==> config.mk <==
export PLATFORM = sky130hd
export DESIGN_NAME = permuteSumPipeline
export DESIGN_NICKNAME = d
export VERILOG_FILES = /design/src/common/boolFuncPkg.sv /design/src/common/resultPkg.sv /design/src/botIngest.sv /design/src/permuteLane/permuteLane.sv /design/src/laneReducer.sv /design/src/permuteSumPipeline.sv
export SDC_FILE = /design/constraint.sdc
export NUM_CORES = 2
export LEC_CHECK = 0
export BUFFER_PORTS_ARGS = -buffer_cell sky130_fd_sc_hd__buf_4
export CORE_ASPECT_RATIO = 1.1
export CORE_UTILIZATION = 30
export CTS_CLUSTER_DIAMETER = 30
export CTS_CLUSTER_SIZE = 40
export DETAILED_ROUTE_END_ITERATION = 7
export SYNTH_ARGS = -nofsm -noshare
export SYNTH_HDL_FRONTEND = slang
export SYNTH_HIERARCHICAL = 1
export SYNTH_SLANG_ARGS = --single-unit
==> constraint.sdc <==
create_clock -name clock -period 51 [get_ports clock]
set_clock_uncertainty 0.15 [all_clocks]
set_input_delay 2.55 -clock clock [delete_from_list [all_inputs] [get_ports clock]]
set_output_delay 2.55 -clock clock [all_outputs]
set_load 0.02 [all_outputs]
==> src/common/boolFuncPkg.sv <==
package boolFuncPkg;

    localparam int numVars   = 7;
    localparam int funcWidth = 128;  // 2**numVars minterms
    localparam int numLanes  = 6;    // 3! orderings of variables 4, 5 and 6
    localparam int popWidth  = 8;    // holds 0..128

    // bit i of a truth table is the value on minterm i
    // upper word covers minterms 64..127 (variable 6 set)
    typedef logic [funcWidth-1:0] boolFunc;

    // source minterm for output minterm idx in a lane
    // lane 0 leaves the order alone; 1..3 swap a pair; 4 and 5 rotate
    function automatic logic [numVars-1:0] permuteIndex(
        input int                 lane,
        input logic [numVars-1:0] idx
    );
        logic [numVars-1:0] src;
        src = idx;  // bits 0..3 never move
        case (lane)
            1: begin
                src[4] = idx[5];  // swap 4,5
                src[5] = idx[4];
            end
            2: begin
                src[4] = idx[6];  // swap 4,6
                src[6] = idx[4];
            end
            3: begin
                src[5] = idx[6];  // swap 5,6
                src[6] = idx[5];
            end
            4: begin
                src[4] = idx[5];
                src[5] = idx[6];
                src[6] = idx[4];
            end
            5: begin
                src[4] = idx[6];
                src[5] = idx[4];
                src[6] = idx[5];
            end
            default: ;
        endcase
        return src;
    endfunction

endpackage

==> src/common/resultPkg.sv <==
package resultPkg;

    localparam int resultWidth    = 64;
    localparam int sumWidth       = 48;
    localparam int countWidth     = 13;
    localparam int botCountWidth  = 31;
    localparam int laneTotalWidth = 32;

    // per-bot result
    typedef struct packed {
        logic                  isTop;     // 0 here
        logic [1:0]            reserved;
        logic [countWidth-1:0] validCount;  // lanes that passed the subset test
        logic [sumWidth-1:0]   sum;
    } botFields;

    // summary for the top that was just replaced
    typedef struct packed {
        logic                      isTop;  // 1 here
        logic [botCountWidth-1:0]  botCount;
        logic [laneTotalWidth-1:0] laneTotal;
    } topFields;

    // msb selects which view applies
    typedef union packed {
        botFields botView;
        topFields topView;
    } resultWord;

    // both views must fill the full word
    localparam int botViewBits = $bits(botFields);
    localparam int topViewBits = $bits(topFields);

    typedef logic [resultWidth-1:0] resultBits;

endpackage

==> src/botIngest.sv <==
`timescale 1ns/1ps

module botIngest (
    input  logic                 clock,
    input  logic                 rst,
    input  logic                 advance,
    input  logic                 inValid,
    input  logic                 startNewTop,
    input  logic [63:0]          botLower,
    input  logic [63:0]          botUpper,
    output logic                 stageValid,
    output logic                 stageIsTop,
    output boolFuncPkg::boolFunc stageBot,
    output boolFuncPkg::boolFunc currentTop
);

    logic topLeaving;

    // a flagged word becomes the top in force once it moves on to the lanes
    assign topLeaving = advance && stageValid && stageIsTop;

    always_ff @(posedge clock) begin
        if (!rst) begin
            stageValid <= 1'b0;
            stageIsTop <= 1'b0;
        end else if (advance) begin
            stageValid <= inValid;
            stageIsTop <= inValid && startNewTop;
        end
    end

    always_ff @(posedge clock) begin
        if (advance && inValid) begin
            stageBot <= {botUpper, botLower};
        end
    end

    // no top in force until the first flagged word
    always_ff @(posedge clock) begin
        if (!rst) begin
            currentTop <= '0;
        end else if (topLeaving) begin
            currentTop <= stageBot;
        end
    end

    // a word held back by a stall is offered again unchanged
    assert property (@(posedge clock) disable iff (!rst)
        inValid && !advance |=> inValid && $stable(startNewTop) && $stable(botLower)
            && $stable(botUpper));

endmodule

==> src/permuteLane/permuteLane.sv <==
`timescale 1ns/1ps

module permuteLane #(
    parameter int laneIndex = 0
) (
    input  logic                             clock,
    input  logic                             rst,
    input  logic                             advance,
    input  logic                             stageValid,
    input  logic                             stageIsTop,
    input  boolFuncPkg::boolFunc             stageBot,
    input  boolFuncPkg::boolFunc             currentTop,
    output logic                             laneValidOut,
    output logic                             laneIsTop,
    output logic                             laneHit,
    output logic [boolFuncPkg::popWidth-1:0] laneCount
);
    import boolFuncPkg::*;

    boolFunc               permBot;
    logic                  isSubset;
    logic                  s1Valid;
    logic                  s1IsTop;
    logic                  s1Hit;
    boolFunc               s1Top;     // own copy, so a new top can't overtake
    boolFunc               s1Bot;
    boolFunc               diffBits;
    logic [popWidth-1:0]   onesCount;

    // stage 1 is pure rewiring of the minterms
    for (genvar i = 0; i < funcWidth; i++) begin : gPermute
        assign permBot[i] = stageBot[permuteIndex(laneIndex, numVars'(i))];
    end

    assign isSubset = (permBot & ~currentTop) == '0;

    always_ff @(posedge clock) begin
        if (!rst) begin
            s1Valid <= 1'b0;
            s1IsTop <= 1'b0;
        end else if (advance) begin
            s1Valid <= stageValid;
            s1IsTop <= stageIsTop;
        end
    end

    always_ff @(posedge clock) begin
        if (advance) begin
            s1Hit <= isSubset && !stageIsTop;  // top words never score
            s1Top <= currentTop;
            s1Bot <= permBot;
        end
    end

    // stage 2 counts the ones of top that the bot leaves uncovered
    assign diffBits = s1Top & ~s1Bot;

    always_comb begin
        onesCount = '0;
        for (int i = 0; i < funcWidth; i++) begin
            onesCount = onesCount + popWidth'(diffBits[i]);
        end
    end

    always_ff @(posedge clock) begin
        if (!rst) begin
            laneValidOut <= 1'b0;
            laneIsTop    <= 1'b0;
        end else if (advance) begin
            laneValidOut <= s1Valid;
            laneIsTop    <= s1IsTop;
        end
    end

    always_ff @(posedge clock) begin
        if (advance) begin
            laneHit   <= s1Hit;
            laneCount <= s1Hit ? onesCount : '0;
        end
    end

    // a hit bot lies inside top so the gap equals the difference in ones
    assert property (@(posedge clock) disable iff (!rst)
        s1Valid && s1Hit |-> onesCount == popWidth'($countones(s1Top) - $countones(s1Bot)));

endmodule

==> src/laneReducer.sv <==
`timescale 1ns/1ps

module laneReducer (
    input  logic                                                      clock,
    input  logic                                                      rst,
    input  logic                                                      advance,
    input  logic [boolFuncPkg::numLanes-1:0]                          laneValidOut,
    input  logic [boolFuncPkg::numLanes-1:0]                          laneIsTop,
    input  logic [boolFuncPkg::numLanes-1:0]                          laneHit,
    input  logic [boolFuncPkg::numLanes-1:0][boolFuncPkg::popWidth-1:0] laneCount,
    output logic                                                      outValid,
    output resultPkg::resultWord                                      result
);
    import boolFuncPkg::*;
    import resultPkg::*;

    logic                      itemValid;
    logic                      itemIsTop;
    logic [countWidth-1:0]     hitCount;
    logic [sumWidth-1:0]       laneSum;
    logic [botCountWidth-1:0]  botCount;    // bots since the last top
    logic [laneTotalWidth-1:0] laneTotal;   // hit lanes since the last top
    resultWord                 nextResult;

    // lanes run in lockstep so lane 0 speaks for all of them
    assign itemValid = laneValidOut[0];
    assign itemIsTop = laneIsTop[0];

    always_comb begin
        hitCount = '0;
        laneSum  = '0;
        for (int l = 0; l < numLanes; l++) begin
            if (laneHit[l]) begin
                hitCount = hitCount + countWidth'(1);
                laneSum  = laneSum + sumWidth'(laneCount[l]);
            end
        end
    end

    always_comb begin
        if (itemIsTop) begin
            nextResult.topView = '{
                isTop:     1'b1,
                botCount:  botCount,
                laneTotal: laneTotal
            };
        end else begin
            nextResult.botView = '{
                isTop:      1'b0,
                reserved:   2'b00,
                validCount: hitCount,
                sum:        laneSum
            };
        end
    end

    always_ff @(posedge clock) begin
        if (!rst) begin
            outValid  <= 1'b0;
            botCount  <= '0;
            laneTotal <= '0;
        end else if (advance) begin
            outValid <= itemValid;
            if (itemValid && itemIsTop) begin
                // summary goes out and statistics restart for the new top
                botCount  <= '0;
                laneTotal <= '0;
            end else if (itemValid) begin
                botCount  <= botCount + botCountWidth'(1);
                laneTotal <= laneTotal + laneTotalWidth'(hitCount);
            end
        end
    end

    always_ff @(posedge clock) begin
        if (advance && itemValid) begin
            result <= nextResult;
        end
    end

    // each lane carries the same item through the same stages
    assert property (@(posedge clock) disable iff (!rst)
        (&laneValidOut || ~|laneValidOut) &&
        (!itemValid || &laneIsTop || ~|laneIsTop));

endmodule

==> src/permuteSumPipeline.sv <==
`timescale 1ns/1ps

module permuteSumPipeline (
    input  logic                 clock,
    input  logic                 rst,
    input  logic                 inValid,
    input  logic                 startNewTop,
    input  logic [63:0]          botLower,
    input  logic [63:0]          botUpper,
    input  logic                 outReady,
    output logic                 inReady,
    output logic                 outValid,
    output resultPkg::resultWord result
);
    import boolFuncPkg::*;

    logic                              advance;
    logic                              stageValid;
    logic                              stageIsTop;
    boolFunc                           stageBot;
    boolFunc                           currentTop;
    logic [numLanes-1:0]               laneValidOut;
    logic [numLanes-1:0]               laneIsTop;
    logic [numLanes-1:0]               laneHit;
    logic [numLanes-1:0][popWidth-1:0] laneCount;

    // whole pipe freezes while a result waits on the sink
    assign advance = !(outValid && !outReady);
    assign inReady = advance;

    botIngest i_ingest (
        .clock       (clock),
        .rst         (rst),
        .advance     (advance),
        .inValid     (inValid),
        .startNewTop (startNewTop),
        .botLower    (botLower),
        .botUpper    (botUpper),
        .stageValid  (stageValid),
        .stageIsTop  (stageIsTop),
        .stageBot    (stageBot),
        .currentTop  (currentTop)
    );

    for (genvar l = 0; l < numLanes; l++) begin : gLane
        permuteLane #(.laneIndex(l)) i_lane (
            .clock        (clock),
            .rst          (rst),
            .advance      (advance),
            .stageValid   (stageValid),
            .stageIsTop   (stageIsTop),
            .stageBot     (stageBot),
            .currentTop   (currentTop),
            .laneValidOut (laneValidOut[l]),
            .laneIsTop    (laneIsTop[l]),
            .laneHit      (laneHit[l]),
            .laneCount    (laneCount[l])
        );
    end

    laneReducer i_reducer (
        .clock        (clock),
        .rst          (rst),
        .advance      (advance),
        .laneValidOut (laneValidOut),
        .laneIsTop    (laneIsTop),
        .laneHit      (laneHit),
        .laneCount    (laneCount),
        .outValid     (outValid),
        .result       (result)
    );

    // a stalled result stays put until the sink takes it
    assert property (@(posedge clock) disable iff (!rst)
        outValid && !outReady |=> outValid && $stable(result));

endmodule

==> impl_metrics.json <==
{
  "pwr-share-clk_pct": 55.5,
  "portBuffers": 198,
  "setup_viol": 0,
  "wire_per_inst_um": 27.5,
  "critPathKind": "reg -> reg",
  "cpMaxStageDelayCell": "fa_1",
  "hold_ws_ns": 0.277,
  "antenna_found_initial": 58,
  "peakVddDrop_v": 0.0000286,
  "p_leak_nw": 49.8,
  "maxCapViolations": 1,
  "path_clk_slew_ns": 0.05,
  "maxSlewViolCount": 2,
  "grt_first_pass_wirelength_um": 450000,
  "postCtsResizedCells": 0,
  "fin_area_um2": 118000,
  "start_kind": "register",
  "chipWidth_um": 540,
  "min_period_over_period_pct": 16.3,
  "power.density_nw_per_um2": 41.7,
  "root_buffer": "clkbuf_16",
  "grt_max_degree": 197,
  "drive_above_1_share_pct": 15.3,
  "cpMostUsedCell": "fa_1",
  "tightest_slew_ns": 1.59,
  "cts_made_buffers": 395,
  "cp.depth": 22,
  "synthesis.area_um2": 95600,
  "clock_latency_ns": 0.97,
  "drt_iter0_drc": 6938,
  "gp_congestion": 0.994,
  "power_switching_mw": 1.15,
  "fin_setup_tns_ns": 0,
  "via_per_inst": 4.79,
  "ios": 199,
  "worstPathMaxFanout": 3,
  "hpwl_um": 232000,
  "placed_cell_area_um2": 103000,
  "r2r_cells": 22,
  "min_path_cells": 0,
  "post-cts-setup-buffers": 0,
  "routed_wl_um": 329000,
  "ff_latch_area_um2": 57700,
  "rsz0062_at_grt": "false",
  "slew_headroom_pct": -7.26,
  "cpLargestDelayFamily": "adder cells",
  "timing.fmax_ghz": 0.121,
  "layout_setup_ws_ns": 42.71,
  "arrival_ns": 8.81,
  "avgSynthCellArea_um2": 14.2,
  "yosysWarnings": 6,
  "status": "finished, violations left",
  "via_count": 57400,
  "overflow": 0,
  "intPower_mw": 3.77,
  "power_frac_seq_pct": 37.6,
  "combPwrFrac_pct": 6.8,
  "clock_sinks": 1986,
  "cp-end-kind": "register",
  "initial_utilization_pct": 30.3,
  "ctsHoldBuffers": 0,
  "row_count": 216,
  "dp_worst_setup_slack_ns": 42.75,
  "firstDrtPassIters": 8,
  "tritoncts": "built",
  "ant_nets": 0,
  "crit_chain": "nand2b_1 > fa_1 > inv_1 > fa_1 > fa_1 > inv_1 > fa_1 > inv_1 > fa_1 > fa_1 > fa_1 > fa_1 > fa_1 > inv_1 > fa_1 > inv_1 > fa_1 > a21oi_2 > o21bai_2 > a21oi_2 > mux2i_1 > a311o_1",
  "die_h_um": 594,
  "area_growth_pct": 23.3,
  "crit_buf_inv": 5,
  "htree_levels": 5,
  "multi_input_area_um2": 33200,
  "fillers": 29500,
  "die_area_um2": 321000,
  "synth_cells": 6714,
  "crit_required_ns": 51.52,
  "violations": "design-rule violations, max-capacitance violations, max-slew violations",
  "r2r_slack_ns": 42.71,
  "coreArea_um2": 316000,
  "final_net_count": 8494,
  "grt_usage_pct": 20.2,
  "grt_pass1_vias": 57600,
  "period_needed_ns": 8.29,
  "max-clock-path-buffers": 4,
  "drc": 3,
  "syn_nets": 7744,
  "hold_class": "reg -> reg",
  "slowest_delay_ns": 0.72,
  "hold_violations": 0,
  "switching_share_pct": 23.4
}
-- power groups by stage --
stage	clock network [mW]	logic (mW)	registers [mW]
global route	2.84	0.365	1.86
CTS	2.76	0.337	1.85
global placement	0	0.331	1.88
detailed placement	0	0.334	1.88
finish	2.73	0.337	1.85
floorplan	0	0.174	1.90
-- sequential cells by signal, summed over array words and instances (netlist names) --
register	flops
gLane.i_lane/s1Bot	768
gLane.i_lane/s1Top	768
i_ingest/currentTop	128
i_ingest/stageBot	128
i_reducer/result	64
gLane.i_lane/laneCount	48
i_reducer/laneTotal	32
i_reducer/botCount	31
gLane.i_lane/laneHit	6
gLane.i_lane/s1Hit	6
gLane.i_lane/laneIsTop	1
gLane.i_lane/laneValidOut	1
gLane.i_lane/s1IsTop	1
gLane.i_lane/s1Valid	1
i_ingest/stageIsTop	1
i_ingest/stageValid	1
i_reducer/outValid	1
-- per-stage QoR --
stage                     cells  utilization [%]  total power, mW
after global routing      12000             37.3             5.06
after CTS                 12000             37.3             4.95
final                     12000             37.3             4.92
after global placement    11200             32.8             2.21
after floorplan            6714                -             2.07
after detailed placement  11200             32.8             2.22
-- per-layer routing --
metal	part of all wire, %	global-route usage [%]
met4	6.0	10.7
met1	39	25.3
met3	8.2	3.64
met2	47	33.2
met5	0.018	0
-- layout by cell type (no fill, tap or decap), types with 16 or more instances in the layout --
cell type and instances:
a21o_1 25, a21oi_1 38, a21oi_2 18, a221oi_1 25
and2_1 67, buf_4 419, bufinv_16 69, clkbuf_1 37
clkbuf_16 398, clkbuf_8 16, clkinv_1 34, clkinv_2 54
clkinv_4 41, clkinvlp_4 43, dfxtp_1 197, edfxtp_1 1788
fa_1 696, ha_1 201, inv_1 1091, inv_2 28
inv_6 43, mux2i_1 146, nand2_1 328, nand2b_1 657
nand3_1 28, nand4_1 41, nor2_1 128, nor2b_1 465
nor3_1 58, nor4_1 39, o2111ai_1 108, o21a_1 22
o21ai_0 38, o22ai_1 133, o31a_1 18, or3_1 18
xnor2_1 43, xor2_1 46
-- final timing paths --
| kind | startpoint | to |
|---|---|---|
| setup / recovery | gLane[1].i_lane/s1Bot[53] | gLane[1].i_lane/laneCount[6] |
| hold / removal | i_ingest/currentTop[15] | gLane[5].i_lane/s1Top[15] |
| setup reg to reg | gLane[1].i_lane/s1Bot[53] | gLane[1].i_lane/laneCount[6] |
| hold reg to reg | i_ingest/currentTop[15] | gLane[5].i_lane/s1Top[15] |
-- cell type report --
class,count,share of cell area [%]
diodes,13,0.0276
clock buffers,451,8.76
clock inverters,292,3.38
inverters,1130,3.60
multi-input cells,3528,28.2
flip-flops and latches,1986,48.9
well taps,4142,4.40
repair buffers,423,2.73
Note: power is estimated with default switching activity, not from simulation.
